==> config.mk <==
export PLATFORM = sky130hd
export DESIGN_NAME = ddr_controller
export DESIGN_NICKNAME = d
export VERILOG_FILES = /design/src/common/ddr_cmd_pkg.sv /design/src/common/ddr_req_pkg.sv /design/src/source/power_up_init.sv /design/src/source/port_arbiter.sv /design/src/sequencer/bank_sequencer.sv /design/src/source/data_path.sv /design/src/source/ddr_controller.sv
export SDC_FILE = /design/constraint.sdc
export NUM_CORES = 1
export LEC_CHECK = 0
export ABC_AREA = 1
export BUFFER_PORTS_ARGS = -buffer_cell sky130_fd_sc_hd__buf_2
export CAP_MARGIN = 20
export CORE_MARGIN = 10
export CORE_UTILIZATION = 40
export DETAILED_ROUTE_END_ITERATION = 10
export GPL_ROUTABILITY_DRIVEN = 0
export SETUP_SLACK_MARGIN = 0.05
export SLEW_MARGIN = 25
export SYNTH_ARGS = -nofsm -noshare
export SYNTH_HDL_FRONTEND = slang
export SYNTH_SLANG_ARGS = --single-unit
==> constraint.sdc <==
create_clock -name clk_n -period 5.5 [get_ports clk_n]
set_input_delay 1.375 -clock clk_n [delete_from_list [all_inputs] [get_ports clk_n]]
set_output_delay 1.375 -clock clk_n [all_outputs]
set_load 0.01 [all_outputs]
==> src/common/ddr_cmd_pkg.sv <==
`default_nettype none

package ddr_cmd_pkg;

  // Pin encoding is {ras_n, cas_n, we_n}
  typedef enum logic [2:0] {
    NOP       = 3'b111,
    ACTIVE    = 3'b011,
    READ      = 3'b101,
    WRITE     = 3'b100,
    PRECHARGE = 3'b010,
    REFRESH   = 3'b001,
    LOAD_MODE = 3'b000
  } sdram_cmd_t;

  typedef struct packed {
    sdram_cmd_t  cmd;
    logic [12:0] addr;
    logic [1:0]  bank;
  } cmd_pins_t;

  // Timing in clk_n cycles
  localparam int T_RCD = 2;
  localparam int T_RP = 2;
  localparam int T_RFC = 7;
  localparam int T_WR = 2;
  localparam int CAS_LAT = 2;

  // Sequential burst of 2, CL 2
  localparam logic [12:0] MODE_WORD = 13'h021;

  localparam logic [12:0] A10_MASK = 13'h0400; // All banks / auto-precharge

endpackage

`default_nettype wire

==> src/common/ddr_req_pkg.sv <==
`default_nettype none

package ddr_req_pkg;

  typedef struct packed {
    logic [23:0] addr;     // Word address
    logic        we;
    logic [3:0]  we_array; // Byte enables, 1 writes the byte
    logic [31:0] data;
  } user_req_t;

  function automatic logic [8:0] addr_col(input logic [23:0] a);
    return a[8:0];
  endfunction

  function automatic logic [1:0] addr_bank(input logic [23:0] a);
    return a[10:9];
  endfunction

  function automatic logic [12:0] addr_row(input logic [23:0] a);
    return a[23:11];
  endfunction

endpackage

`default_nettype wire

==> src/source/power_up_init.sv <==
`default_nettype none
`timescale 1ns/1ns

module power_up_init #(
  parameter int INIT_CYCLES = 200
) (
  input  wire                     clk_n,
  input  wire                     reset,
  input  wire ddr_cmd_pkg::cmd_pins_t seq_pins,
  output logic                    cke,
  output ddr_cmd_pkg::sdram_cmd_t cmd,
  output logic [12:0]             addr,
  output logic [1:0]              bank,
  output logic                    init_done
);
  import ddr_cmd_pkg::*;

  typedef enum logic [2:0] {
    ST_WAIT,
    ST_PRE,
    ST_REF1,
    ST_REF2,
    ST_MODE,
    ST_MRD,
    ST_RUN
  } init_state_t;

  init_state_t state;
  logic [15:0] cnt;

  always_ff @(posedge clk_n) begin
    if (reset) begin
      state <= ST_WAIT;
      cnt <= 16'(INIT_CYCLES - 1);
      cke <= 1'b0;
      cmd <= NOP;
      addr <= '0;
      bank <= '0;
      init_done <= 1'b0;
    end else begin
      cmd <= NOP;
      case (state)
        ST_WAIT: begin
          if (cnt == 0) begin
            cke <= 1'b1;
            state <= ST_PRE;
          end else begin
            cnt <= cnt - 1'b1;
          end
        end
        ST_PRE: begin
          cmd <= PRECHARGE;
          addr <= A10_MASK; // Precharge all banks
          cnt <= 16'(T_RP - 1);
          state <= ST_REF1;
        end
        ST_REF1: begin
          if (cnt == 0) begin
            cmd <= REFRESH;
            cnt <= 16'(T_RFC - 1);
            state <= ST_REF2;
          end else begin
            cnt <= cnt - 1'b1;
          end
        end
        ST_REF2: begin
          if (cnt == 0) begin
            cmd <= REFRESH;
            cnt <= 16'(T_RFC - 1);
            state <= ST_MODE;
          end else begin
            cnt <= cnt - 1'b1;
          end
        end
        ST_MODE: begin
          if (cnt == 0) begin
            cmd <= LOAD_MODE;
            addr <= MODE_WORD;
            bank <= 2'b00;
            cnt <= 16'(T_RP - 1); // tMRD
            state <= ST_MRD;
          end else begin
            cnt <= cnt - 1'b1;
          end
        end
        ST_MRD: begin
          if (cnt == 0) begin
            init_done <= 1'b1;
            state <= ST_RUN;
          end else begin
            cnt <= cnt - 1'b1;
          end
        end
        ST_RUN: begin
          cmd <= seq_pins.cmd; // Sequencer owns the bus from here on
          addr <= seq_pins.addr;
          bank <= seq_pins.bank;
        end
        default: state <= ST_WAIT;
      endcase
    end
  end

endmodule

`default_nettype wire

==> src/source/port_arbiter.sv <==
`default_nettype none
`timescale 1ns/1ns

module port_arbiter (
  input  wire                       clk_n,
  input  wire                       reset,
  input  wire                       init_done,
  input  wire                       refresh_strobe,
  input  wire                       refresh_done,
  input  wire                       rand_req,
  input  wire ddr_req_pkg::user_req_t rand_req_bus,
  input  wire                       bulk_req,
  input  wire ddr_req_pkg::user_req_t bulk_req_bus,
  input  wire                       accept,
  output logic                      refresh_req,
  output logic                      grant_valid,
  output logic                      grant_port,
  output ddr_req_pkg::user_req_t    grant_req,
  output logic                      rand_req_ack,
  output logic                      bulk_req_ack
);

  logic refresh_pending;
  logic grant_q;
  logic last_port; // 1 when bulk was served last
  logic pick_bulk;
  logic can_pick;

  assign refresh_req = refresh_pending && init_done;
  assign grant_valid = grant_q && !refresh_pending; // Refresh goes first

  // Both waiting means the port not served last wins
  assign pick_bulk = bulk_req && (!rand_req || !last_port);

  // Requester still holds its level in the ack cycle
  assign can_pick = init_done && !grant_q && !rand_req_ack && !bulk_req_ack &&
                    (rand_req || bulk_req);

  always_ff @(posedge clk_n) begin
    if (reset) begin
      refresh_pending <= 1'b0;
      grant_q <= 1'b0;
      grant_port <= 1'b0;
      last_port <= 1'b1;
      rand_req_ack <= 1'b0;
      bulk_req_ack <= 1'b0;
    end else begin
      rand_req_ack <= accept && !grant_port;
      bulk_req_ack <= accept && grant_port;

      if (refresh_strobe) begin
        refresh_pending <= 1'b1;
      end else if (refresh_done) begin
        refresh_pending <= 1'b0;
      end

      if (accept) begin
        grant_q <= 1'b0;
        last_port <= grant_port;
      end else if (can_pick) begin
        grant_q <= 1'b1;
        grant_port <= pick_bulk;
      end
    end
  end

  always_ff @(posedge clk_n) begin
    if (can_pick) begin
      grant_req <= pick_bulk ? bulk_req_bus : rand_req_bus;
    end
  end

endmodule

`default_nettype wire

==> src/sequencer/bank_sequencer.sv <==
`default_nettype none
`timescale 1ns/1ns

module bank_sequencer (
  input  wire                       clk_n,
  input  wire                       reset,
  input  wire                       refresh_req,
  input  wire                       grant_valid,
  input  wire ddr_req_pkg::user_req_t grant_req,
  output logic                      accept,
  output logic                      refresh_done,
  output ddr_cmd_pkg::cmd_pins_t    seq_pins,
  output logic                      wr_start,
  output logic                      rd_start,
  output logic [31:0]               wr_word,
  output logic [3:0]                wr_mask
);
  import ddr_cmd_pkg::*;
  import ddr_req_pkg::*;

  typedef enum logic [1:0] {
    S_IDLE,
    S_RCD,
    S_WAIT
  } seq_state_t;

  seq_state_t state;
  logic [3:0] cnt;
  logic [1:0] bank_q;
  logic [8:0] col_q;
  logic       we_q;

  assign accept = (state == S_IDLE) && grant_valid && !refresh_req;
  assign refresh_done = (state == S_IDLE) && refresh_req;

  always_ff @(posedge clk_n) begin
    if (accept) begin
      bank_q <= addr_bank(grant_req.addr);
      col_q <= addr_col(grant_req.addr);
      we_q <= grant_req.we;
      wr_word <= grant_req.data;
      wr_mask <= ~grant_req.we_array; // DM is active high masking
    end
  end

  always_ff @(posedge clk_n) begin
    if (reset) begin
      state <= S_IDLE;
      cnt <= '0;
      seq_pins <= '{cmd: NOP, addr: '0, bank: '0};
      wr_start <= 1'b0;
      rd_start <= 1'b0;
    end else begin
      seq_pins.cmd <= NOP;
      wr_start <= 1'b0;
      rd_start <= 1'b0;
      case (state)
        S_IDLE: begin
          if (refresh_done) begin
            seq_pins.cmd <= REFRESH;
            cnt <= 4'(T_RFC - 2);
            state <= S_WAIT;
          end else if (accept) begin
            seq_pins <= '{cmd: ACTIVE,
                          addr: addr_row(grant_req.addr),
                          bank: addr_bank(grant_req.addr)};
            cnt <= 4'(T_RCD - 1);
            state <= S_RCD;
          end
        end
        S_RCD: begin
          if (cnt == 0) begin
            // Column pins are word column times two, A10 for auto-precharge
            seq_pins.addr <= A10_MASK | {3'b000, col_q, 1'b0};
            seq_pins.bank <= bank_q;
            if (we_q) begin
              seq_pins.cmd <= WRITE;
              wr_start <= 1'b1;
              cnt <= 4'(T_WR + T_RP - 1);
            end else begin
              seq_pins.cmd <= READ;
              rd_start <= 1'b1;
              cnt <= 4'(CAS_LAT + T_RP); // Wait out the read data too
            end
            state <= S_WAIT;
          end else begin
            cnt <= cnt - 1'b1;
          end
        end
        S_WAIT: begin
          if (cnt == 0) begin
            state <= S_IDLE;
          end else begin
            cnt <= cnt - 1'b1;
          end
        end
        default: state <= S_IDLE;
      endcase
    end
  end

endmodule

`default_nettype wire

==> src/source/data_path.sv <==
`default_nettype none
`timescale 1ns/1ns

module data_path (
  input  wire         clk_n,
  input  wire         reset,
  input  wire         wr_start,
  input  wire  [31:0] wr_word,
  input  wire  [3:0]  wr_mask,
  input  wire         rd_start,
  input  wire  [15:0] dq_in,
  output logic [15:0] dq_out,
  output logic        dq_oe,
  output logic [1:0]  dm,
  output logic [31:0] rd_data,
  output logic        rd_valid
);
  import ddr_cmd_pkg::*;

  logic               wr_hi;   // Second write beat pending
  logic [CAS_LAT-1:0] rd_shift;
  logic               cap_lo;
  logic               cap_hi;
  logic [15:0]        rd_lo;

  always_ff @(posedge clk_n) begin
    if (reset) begin
      dq_oe <= 1'b0;
      wr_hi <= 1'b0;
      rd_shift <= '0;
      cap_lo <= 1'b0;
      cap_hi <= 1'b0;
      rd_valid <= 1'b0;
    end else begin
      dq_oe <= wr_start || wr_hi;
      wr_hi <= wr_start;
      rd_shift <= {rd_shift[CAS_LAT-2:0], rd_start};
      cap_lo <= rd_shift[CAS_LAT-1]; // First beat on dq_in next cycle
      cap_hi <= cap_lo;
      rd_valid <= cap_hi;
    end
  end

  // Low half goes out first
  always_ff @(posedge clk_n) begin
    if (wr_start) begin
      dq_out <= wr_word[15:0];
      dm <= wr_mask[1:0];
    end else if (wr_hi) begin
      dq_out <= wr_word[31:16];
      dm <= wr_mask[3:2];
    end else begin
      dm <= 2'b00;
    end
  end

  always_ff @(posedge clk_n) begin
    if (cap_lo) begin
      rd_lo <= dq_in;
    end
    if (cap_hi) begin
      rd_data <= {dq_in, rd_lo};
    end
  end

endmodule

`default_nettype wire

==> src/source/ddr_controller.sv <==
`default_nettype none
`timescale 1ns/1ns

module ddr_controller #(
  parameter int INIT_CYCLES = 200
) (
  input  wire                       clk_n,
  input  wire                       reset,
  input  wire                       refresh_strobe,
  input  wire                       rand_req,
  input  wire ddr_req_pkg::user_req_t rand_req_bus,
  output logic                      rand_req_ack,
  input  wire                       bulk_req,
  input  wire ddr_req_pkg::user_req_t bulk_req_bus,
  output logic                      bulk_req_ack,
  output logic [31:0]               rd_data,
  output logic                      rd_valid,
  output logic                      cke,
  output logic                      cs_n,
  output ddr_cmd_pkg::sdram_cmd_t   cmd,
  output logic [12:0]               addr,
  output logic [1:0]                bank,
  output logic [15:0]               dq_out,
  output logic                      dq_oe,
  output logic [1:0]                dm,
  input  wire  [15:0]               dq_in
);
  import ddr_cmd_pkg::*;
  import ddr_req_pkg::*;

  logic        init_done;
  logic        refresh_req;
  logic        refresh_done;
  logic        grant_valid;
  user_req_t   grant_req;
  logic        accept;
  cmd_pins_t   seq_pins;
  logic        wr_start;
  logic        rd_start;
  logic [31:0] wr_word;
  logic [3:0]  wr_mask;

  assign cs_n = 1'b0; // Single rank, always selected

  power_up_init #(
    .INIT_CYCLES(INIT_CYCLES)
  ) u_init (
    .clk_n(clk_n),
    .reset(reset),
    .seq_pins(seq_pins),
    .cke(cke),
    .cmd(cmd),
    .addr(addr),
    .bank(bank),
    .init_done(init_done)
  );

  port_arbiter u_arb (
    .clk_n(clk_n),
    .reset(reset),
    .init_done(init_done),
    .refresh_strobe(refresh_strobe),
    .refresh_done(refresh_done),
    .rand_req(rand_req),
    .rand_req_bus(rand_req_bus),
    .bulk_req(bulk_req),
    .bulk_req_bus(bulk_req_bus),
    .accept(accept),
    .refresh_req(refresh_req),
    .grant_valid(grant_valid),
    .grant_port(),
    .grant_req(grant_req),
    .rand_req_ack(rand_req_ack),
    .bulk_req_ack(bulk_req_ack)
  );

  bank_sequencer u_seq (
    .clk_n(clk_n),
    .reset(reset),
    .refresh_req(refresh_req),
    .grant_valid(grant_valid),
    .grant_req(grant_req),
    .accept(accept),
    .refresh_done(refresh_done),
    .seq_pins(seq_pins),
    .wr_start(wr_start),
    .rd_start(rd_start),
    .wr_word(wr_word),
    .wr_mask(wr_mask)
  );

  data_path u_dp (
    .clk_n(clk_n),
    .reset(reset),
    .wr_start(wr_start),
    .wr_word(wr_word),
    .wr_mask(wr_mask),
    .rd_start(rd_start),
    .dq_in(dq_in),
    .dq_out(dq_out),
    .dq_oe(dq_oe),
    .dm(dm),
    .rd_data(rd_data),
    .rd_valid(rd_valid)
  );

endmodule

`default_nettype wire

Yosys cells after proc, flatten, opt, wreduce, memory -nomap -nowiden
Cells that the tools add are included.

operators by class
  bitwise logic cells = 5
  multiplexer cells = 43
  reduce and logical (&&, ||, !) cells = 48
  equality and inequality tests = 20
  $add $sub $neg = 2

operators by type and width
  cell                   count
  $mux 16                5
  $pmux 16 s4            1
  $mux 61                1
  $pmux 13 s3            1
  $mux 18                2
  $pmux 18 s2            1
  $mux 3                 9
  $pmux 3 s7             1
  $logic_not 16->1       1
  $mux 4                 4
  $sub 16x1->16 const B  1
  $mux 15                1
  $mux 2                 7
  $ne 2x1->1 const B     7
  $mux 13                1
  $logic_and 1x1->1      12
  $pmux 3 s4             1
  $pmux 4 s3             1
  $reduce_and 2->1       6
  $eq 3x3->1 const B     3
  $logic_not 1->1        8
  $ne 2x2->1 const B     4
  $reduce_bool 2->1      4
  $eq 3x2->1 const B     2
  21 further kinds       34

storage, ports and cells
  register bits after elaboration = 253
  word-level logic and storage cells = 157
  output and inout port bits = 74
  input port bits = 143

Depth between registers and ports, before layout
Gate-level depths: netlist of the first run.

  depth after elaboration = 7
  depth in mapped cells = 11
  gate-level depth less buffers = 11

By module
Synthesis of the first run repeated with hierarchy kept, for this count alone.

unflattened totals
  cell total of the unflattened synthesis = 874
  area total of the unflattened synthesis = 10,292.4 µm²

by module, submodules not included
  module          area each (µm²)  instances  cells an instance  seq. area each (µm²)
  bank_sequencer  2,936.6          1          266                1,961.9
  port_arbiter    2,886.5          1          169                1,951.9
  data_path       2,408.6          1          145                2,102.0
  power_up_init   2,049.5          1          292                780.7
  ddr_controller  11.3             1          2                  0.0

Worst setup path before layout of the first run
No wires, ideal clock.

  path type = input-to-reg
  start = input port rand_req
  end = register u_arb.grant_req[0] (netlist name)
  setup time = 0.415 ns
  stages = 2
  required time = 5.085 ns
  arrival = 2.732 ns
  path slack = 2.353 ns
  buffers on the path = 0
  cell sequence = o21ai_0 inv_1

on the way
  longest elaborated chain between the ends = 2

RTL lines
  element                   RTL line              RTL
  start, declared           ddr_controller.sv:10  input wire rand_req,
  $logic_or 1x1->1          port_arbiter.sv:37    (rand_req || bulk_req);
  $logic_and 1x1->1         port_arbiter.sv:36    assign can_pick = init_done && !grant_q && !rand_req_ack && !bulk_req_ack &&
  named net u_arb.can_pick  port_arbiter.sv:27    logic can_pick;

The timed path passes the listed nets, and every way through them passes these cells.
A chain may end at the register's enable or synchronous reset.

==> results of run 1 <==
[cell type report]
type,count,area (um2)
diodes,1,2.502
clock buffers,32,724.4
clock inverters,15,161.4
fillers,2263,12200
inverters,64,242.7
multi-input cells,580,2611
flip-flops and latches,253,6797
well taps,324,405.4
repair buffers,219,1106
[sequential cells by signal (all words and copies together) (netlist names), 3 cells and up]
name / flops
u_seq.seq_pins: 18
u_init.state: 3
u_seq.cnt: 4
u_dp.dq_out: 16
u_arb.grant_req: 61
u_init.addr: 13
u_init.cmd: 3
u_seq.wr_word: 32
u_dp.rd_data: 32
u_init.cnt: 16
u_seq.wr_mask: 4
u_dp.rd_lo: 16
u_seq.col_q: 9
[cells by family after synthesis]
group / count (synthesis) / share of synthesized area
other: 1 / 0.0003818
AOI/OAI and AO/OA: 100 / 0.05657
DFF: 253 / 0.6921
xor gates and xnor gates: 3 / 0.002676
adders and majority gates: 7 / 0.008918
buffers and inverters: 99 / 0.04230
and+or+nand+nor: 469 / 0.1971
[cell usage in the layout (no fill, tap or decap), types with 4 or more instances in the layout]
cell and instances:
a21oi_1 51, a22oi_1 4, buf_2 215, buf_4 4, clkbuf_16 27, clkinv_1 4
clkinv_2 4, dfxtp_1 80, edfxtp_1 173, ha_1 7, inv_1 57, inv_2 5
nand2_1 356, nand2_2 8, nand3_1 28, nand4_1 8, nor2_1 46, nor2_2 4
nor3_1 7, o21ai_0 27
[metrics by stage]
step,std cells,instance area (um2)
finish,1488,12050
global route,1488,12050
CTS,1487,12050
detailed placement,1440,11160
global placement,1440,11160
floorplan,932,9821
[layer usage]
metal / track usage / vias to the layer above
met5: 0 / -
met4: 0.03538 / 0
met3: 0.03264 / 30
met2: 0.2362 / 160
met1: 0.1733 / 3109
li1: - / 3527
[power by group]
group,leakage (nW),total [mW],internal (mW),switching [mW]
Combinational,2.41,0.153,0.0681,0.0848
Clock,0.428,1.78,1.08,0.707
Sequential,2.20,2.03,2.03,0.00338
Total,5.04,3.97,3.17,0.796
[worst min-delay path: stages, from the launching register on]
cell     delay, ns
dfxtp_1       0.30
inv_1         0.04
nor2_1        0.03
[final timing paths]
kind | slack [ns] | from | endpoint
worst max-delay path | 2.82 | reset | u_init.cnt[13]
worst min-delay path | 0.40 | u_dp.rd_shift[0] | u_dp.rd_shift[1]
worst max register to register | 2.87 | u_seq.wr_start | u_dp.dq_out[2]
worst min register to register | 0.40 | u_dp.rd_shift[0] | u_dp.rd_shift[1]
==> results.cfg, run 1 <==
[clock_network]
cts.path.max_buffers = 3
cts.reportedPaths.clkPinSlew_ns = 0.06
clock_latency_ns = 0.53
numCtsBuffers = 27
cts_hold_buf = 0
cts_tree = built
cts-root-buf = clkbuf_16
ctsResizeCount = 0
h-tree-depth = 1
cts.sinks = 253
post_cts_buffers = 0

[synth]
synth-main-ff-cell = edfxtp_1
synth_area_um2 = 9821
synth_common_cells = nand2_1 (357), edfxtp_1 (173), dfxtp_1 (80), inv_1 (59), a21oi_1 (51)
synth_area_per_cell_um2 = 10.54
synthArstFlopShare = 0
synth_top_area_frac = 0.5290
synth.distinct_cells = 42
syn_inst = 932
yosys-top-cells-area = edfxtp_1 (53%), dfxtp_1 (16%), nand2_1 (14%)
synth.most_common_cell = nand2_1
ys_seq_area_frac = 0.6921
yosysWarnings = 0
yosysTopAreaCell = edfxtp_1
synth-seq-cells = 253
synth_edf_count = 173
syn_nets = 1082

[grt]
grtUsageTotal = 0.1385
grt_pass1_vias = 6797
grt_max_degree = 63
grt-ovfl-total = 0
antenna_found_initial = 1
grt_pass1_wl_mm = 35.38

[routing]
viasPerCell = 4.587
final_antenna_net_count = 0
wl_met3_mm = 1.155
vias = 6826
wl_per_cell_um = 14.87
drc = 0
wl_met1_mm = 9.476
drt-initial-drc-count = 425
dr.pass1.iters = 4
routed.top_layer = met4
dr_wl_met2_mm = 11.07
wl_mm = 22.12

[final_layout]
nets = 1295
final_layout_size_suffix_gt1_frac = 0.2494
synthToLayoutAreaGrowth_pct = 22.70
postLayoutCoreUtil = 0.4970

[hold_path]
hp-class = reg -> reg
hold_depth = 2

[sta]
slew_violations = 0
max_slew.worst_pin.slew_ns = 0.9823
max_slew_margin = 0.3442
fin_crit_sh = 0.4868
timing.final.hold_violations = 0
finalClockSkew_ns = 0.008973
rsz0062_at_grt = no
min_period_ns = 2.677
max_freq_mhz = 373.5
fin_worst_hold_slack_ns = 0.4014
setup-tns-final_ns = 0
setup_violations = 0
setup_slack_ns = 2.823

[die]
die-area_um2 = 31220
die-height_um = 176.7
start_util = 0.4050
boundaryPins = 217
core_area_um2 = 24250
num_rows = 57
fp.dieW_um = 176.7

[worst_setup_path]
critical_path_class = in -> reg
critical_path.cell_chain = buf_2 -> inv_1 -> nand2_2 -> nor2_1
critPathTopFamily = buffers and inverters
start_kind = primary input
cp_data_required_time_ns = 5.91
critPathBufInv = 2
path_depth = 4
slowest_delay_ns = 0.63
crit_path_end_kind = register
worst-endpoint-arrival_ns = 3.08
worstPathMaxFanout = 42
rr_worst_depth = 2
slowest_stage = inv_1

[placement]
io_buffers = 215
place_ws_ns = 2.238
dp_hpwl_mm = 15.82

[pwr]
vdd.ir_drop.worst_mv = 0.1841
p_per_area_nw_per_um2 = 329.4
total_power_mw = 3.969
p_leak_nw = 5.043

[outcome]
run_status = finished clean

[job]
drv_cap = 0
(Power assumes the default switching activity.)
==> run 2: changes to the inputs <==
==> constraint.sdc (replaced) <==
create_clock -name clk_n -period 2.15 [get_ports clk_n]
set_input_delay 0.5375 -clock clk_n [delete_from_list [all_inputs] [get_ports clk_n]]
set_output_delay 0.5375 -clock clk_n [all_outputs]
set_load 0.01 [all_outputs]
==> run 2 against run 1 <==
- sequential power grew to 2.6 times the previous value
- largest power group unchanged
- non-clock buffer count grew 13
- count of clock-buffer cells in the layout shrank 4
- utilization grew 0.44 points
- register-to-register slack lost 2.5 ns
- die area is the same
- clock power grew 140%
- largest cell class unchanged
- total power grew 150%
- routed wire length shrank 2.4%
- first-iteration DRC count grew 13%
- cell area grew 0.88%
- highest routed layer unchanged
- clock skew grew 0.00080 ns
==> results.cfg, run 2 (synthesis results as in run 1) <==
[grt]
grt-ovfl-total = 0
grt_max_degree = 62
antenna_found_initial = 1
grt_pass1_vias = 6848
grt_pass1_wl_mm = 34.31
grtUsageTotal = 0.1339

[routing]
drc = 0
vias = 6861
final_antenna_net_count = 0
viasPerCell = 4.571
dr.pass1.iters = 5
drt-initial-drc-count = 479
wl_per_cell_um = 14.38
wl_mm = 21.58

[clock_network]
ctsResizeCount = 0
h-tree-depth = 1
cts.reportedPaths.clkPinSlew_ns = 0.06
cts-root-buf = clkbuf_16
cts.sinks = 253
numCtsBuffers = 26
cts_hold_buf = 0
clock_latency_ns = 0.53
cts.path.max_buffers = 3
cts_tree = built
post_cts_buffers = 0

[final_layout]
top_register = u_arb.grant_req
fin_area_um2 = 12160
postLayoutCoreUtil = 0.5013
layoutNonFillerInstCount = 1501
final_layout_size_suffix_gt1_frac = 0.2553
synthToLayoutAreaGrowth_pct = 23.79
mostFrequentLayoutCell = nand2_1
largest_reg_flops = 61
layout_common_cells = nand2_1 (356), buf_2 (215), edfxtp_1 (173)
multi_input_area_um2 = 2615
nets = 1307
top_regs = u_arb.grant_req: 61 flops, u_dp.rd_data: 32 flops, u_seq.wr_word: 32 flops
num-fill-cells = 2268
regArea_um2 = 6797

[die]
die-area_um2 = 31220
num_rows = 57
die-height_um = 176.7
core_area_um2 = 24250
fp.dieW_um = 176.7
boundaryPins = 217
start_util = 0.4050

[job]
drv_cap = 0

[sta]
finalClockSkew_ns = 0.009774
fin_worst_hold_slack_ns = 0.2015
slew_violations = 0
fin_crit_sh = 0.8322
max_freq_mhz = 558.9
setup_violations = 0
rsz0062_at_grt = no
setup-tns-final_ns = 0
setup_slack_ns = 0.3608
timing.final.hold_violations = 0
min_period_ns = 1.789

[worst_setup_path]
cp_data_required_time_ns = 2.61
rr_worst_depth = 8
crit_path_end_kind = register
worst-endpoint-arrival_ns = 2.25
critical_path_class = reg -> reg
r2r-end = u_seq.cnt[1]
r2r-start = u_seq.state[1]
worstPathMaxFanout = 8
start_kind = register
rrSetupSlack_ns = 0.36

[placement]
place_area_um2 = 11340
place_inst = 1453
dp_hpwl_mm = 15.82
place_ws_ns = 0.3655
io_buffers = 215

[pwr]
p_leak_nw = 5.088
total_power_mw = 9.855
vdd.ir_drop.worst_mv = 0.4665
p_per_area_nw_per_um2 = 810.7

[hold_path]
hold_end = u_dp.rd_lo[2]
min_from = dq_in[2]
hold_depth = 1
hp-class = in -> reg

[outcome]
run_status = finished clean
-- run 2: layout make-up --
| cell class | count | area share |
|---|---|---|
| Sequential cell | 253 | 0.5591 |
| Multi-Input combinational cell | 580 | 0.2151 |
| Timing Repair Buffer | 232 | 0.1052 |
| Clock buffer | 28 | 0.05414 |
| Tap cell | 324 | 0.03335 |
| Inverter | 64 | 0.02028 |
| Clock inverter | 18 | 0.01245 |
| Antenna cell | 2 | 0.0004117 |
-- run 2: worst max-delay path, stage by stage, from the launching register on --
cell and delay, ns:
dfxtp_1 0.33, inv_1 0.11, ha_1 0.31, nand3_2 0.20
nand3_1 0.18, nand3b_2 0.16, nor2_1 0.21, nand4_1 0.11
a21oi_1 0.12
-- run 2: per-layer routing --
metal,share of wire,vias to the layer above,global-route usage
li1,-,3547,-
met1,0.43,3117,0.1660
met2,0.49,164,0.2275
met3,0.061,33,0.03307
met4,0.019,0,0.03713
met5,0,-,0
-- run 2: power breakdown --
group,leakage (nW),internal (mW),switching [mW]
Clock,0.396,2.45,1.80
Sequential,2.20,5.19,0.00905
Combinational,2.49,0.184,0.221
Total,5.09,7.83,2.03
-- run 2: how the worst max path moves through the flow --
stage          cells after the start                  to             start
2_1_floorplan                      2  u_arb.grant_req[0]          rand_req
3_3_place_gp                       5  u_arb.grant_req[7]  u_init.init_done
3_5_place_dp                       8        u_seq.cnt[1]    u_seq.state[1]
4_1_cts                            8        u_seq.cnt[1]    u_seq.state[1]
5_1_grt                            8        u_seq.cnt[1]    u_seq.state[1]
6_report                           8        u_seq.cnt[1]    u_seq.state[1]
==> run 3: changes to the inputs <==
==> constraint.sdc (replaced) <==
create_clock -name clk_n -period 1.7 [get_ports clk_n]
set_input_delay 0.425 -clock clk_n [delete_from_list [all_inputs] [get_ports clk_n]]
set_output_delay 0.425 -clock clk_n [all_outputs]
set_load 0.01 [all_outputs]
==> run 3 against run 2 <==
- clock skew increased by 0.0054 ns
- worst setup slack got worse by 0.21 ns
- hold slack got worse by 0.11 ns
- register-to-register slack got worse by 0.21 ns
- fmax increased by 15%
- first-iteration DRC count decreased by 22%
- sequential share of layout area decreased by 2.1 points
- global-route usage increased by 0.53 points
- cell area increased by 3.9%
- die area unchanged
- critical path depth decreased by 3
- largest cell class unchanged
==> results.cfg, run 3 (synthesis results as in run 1) <==
[outcome]
run_status = finished clean

[clock_network]
cts-root-buf = clkbuf_16
cts_hold_buf = 0
cts.path.max_buffers = 3
post_cts_buffers = 0
cts_tree = built
numCtsBuffers = 27
cts.reportedPaths.clkPinSlew_ns = 0.06
h-tree-depth = 1
ctsResizeCount = 0
cts.sinks = 253
clock_latency_ns = 0.53

[pwr]
p_sw_frac = 0.1938
sequentialPowerShare = 0.477
p_leak_nw = 5.322
switchingPower_mw = 2.670
p_int_mw = 11.11
combPwrFrac = 0.040
vdd.ir_drop.worst_mv = 0.6123
p_per_area_nw_per_um2 = 1091
power_frac_clock = 0.482

[sta]
finalClockSkew_ns = 0.01522
slew_violations = 0
max_freq_mhz = 643.6
rsz0062_at_grt = yes
min_period_ns = 1.554
timing.final.hold_violations = 0
setup_violations = 0
fin_crit_sh = 0.9139

[job]
drv_cap = 0

[hold_path]
hp-class = in -> reg

[die]
fp.dieW_um = 176.7
start_util = 0.4050
die-height_um = 176.7
boundaryPins = 217
num_rows = 57
core_area_um2 = 24250
die-area_um2 = 31220

[placement]
place_inst = 1477
dp_hpwl_mm = 16.24
io_buffers = 215
place_area_um2 = 11510

[routing]
drt-initial-drc-count = 372
vias = 7012
wl_per_cell_um = 14.64
dr.pass1.iters = 5
drc = 0
final_antenna_net_count = 0
wl_mm = 22.35
viasPerCell = 4.595

[worst_setup_path]
worst-endpoint-arrival_ns = 1.76
slowest_delay_ns = 0.34
crit_path_end_kind = register
slowest_stage = dfxtp_1
start_kind = register
critical_path.cell_chain = nor4_2 -> buf_4 -> o21ai_4 -> clkinvlp_4 -> buf_12
critical_path_class = reg -> reg
worstPathMaxFanout = 45
cp_data_required_time_ns = 1.90

[final_layout]
top_regs = u_arb.grant_req: 61 flops, u_dp.rd_data: 32 flops, u_seq.wr_word: 32 flops
postLayoutCoreUtil = 0.5208
largest_reg_flops = 61
n_antenna_cell = 0
num-fill-cells = 2196
regArea_um2 = 6799
synthToLayoutAreaGrowth_pct = 28.59
fin_area_um2 = 12630
layoutNonFillerInstCount = 1526
mostFrequentLayoutCell = nand2_1
multi_input_area_um2 = 2718
top_register = u_arb.grant_req
layout_common_cells = nand2_1 (353), buf_2 (215), edfxtp_1 (173)
nets = 1332
final_layout_size_suffix_gt1_frac = 0.2912

[grt]
antenna_found_initial = 1
grtUsageTotal = 0.1392
grt_pass1_wl_mm = 35.68
grt_max_degree = 46
grt-ovfl-total = 0
grt_pass1_vias = 7095
==> run 3: changes by cell type in the layout (fill, tap and decap cells not counted), sizes merged, moves of 2 or more <==
| cell | delta |
|---|---|
| buf | +24 |
| bufinv | +7 |
| clkinv | -5 |
| diode | -2 |
==> run 3: layout make-up <==
| type | instances | area share |
|---|---|---|
| multi-input cells | 580 | 0.2152 |
| inverters | 64 | 0.01991 |
| flip-flops and latches | 253 | 0.5384 |
| clock buffers | 29 | 0.05410 |
| well taps | 324 | 0.03210 |
| repair buffers | 256 | 0.1135 |
| clock inverters | 20 | 0.02675 |
==> run 3: worst paths after layout <==
kind                    startpoint             endpoint  slack (ns)  depth (start not counted)
setup / recovery     u_arb.grant_q  u_arb.grant_req[26]        0.15                          5
hold reg to reg   u_dp.rd_shift[1]          u_dp.cap_lo        0.40                          2
hold / removal            dq_in[9]        u_dp.rd_lo[9]        0.09                          1
setup reg to reg     u_arb.grant_q  u_arb.grant_req[26]        0.15                          5
==> run 3: metal layers <==
metal	global-route usage	wire length (um)	up-vias
li1	-	-	3606
met1	0.1717	9848	3203
met2	0.2373	10830	170
met3	0.03008	1180	33
met4	0.04658	491	0
met5	0	0	-
==> run 3: stage by stage <==
| step | setup TNS [ns] | worst slack, ns | power, mW | hold slack (ns) |
|---|---|---|---|---|
| floorplan | -11.87 | -0.1946 | 6.980 | 0.3883 |
| detailed placement | 0 | 0.08943 | 7.251 | 0.3923 |
| CTS | 0 | 0.07308 | 13.95 | 0.07033 |
| global placement | 0 | 0.08849 | 7.241 | 0.3889 |
| finish | 0 | 0.1463 | 13.78 | 0.09318 |
| global route | 0 | 0.04383 | 14.28 | 0.08025 |
==> run 3: critical path: cells and delay by family (launching register included) <==
kind / cells / cell delay (ns)
AOI/OAI and AO/OA: 1 / 0.06
buffers and inverters: 3 / 0.48
DFF: 1 / 0.34
and+or+nand+nor: 1 / 0.31
==> run 3: power groups by stage <==
stage / Combinational, mW / Clock (mW) / Sequential, mW
after floorplan: 0.273 / 0 / 6.71
after CTS: 0.546 / 6.83 / 6.58
after global routing: 0.637 / 7.07 / 6.57
final: 0.553 / 6.65 / 6.58
after global placement: 0.532 / 0 / 6.71
after detailed placement: 0.541 / 0 / 6.71
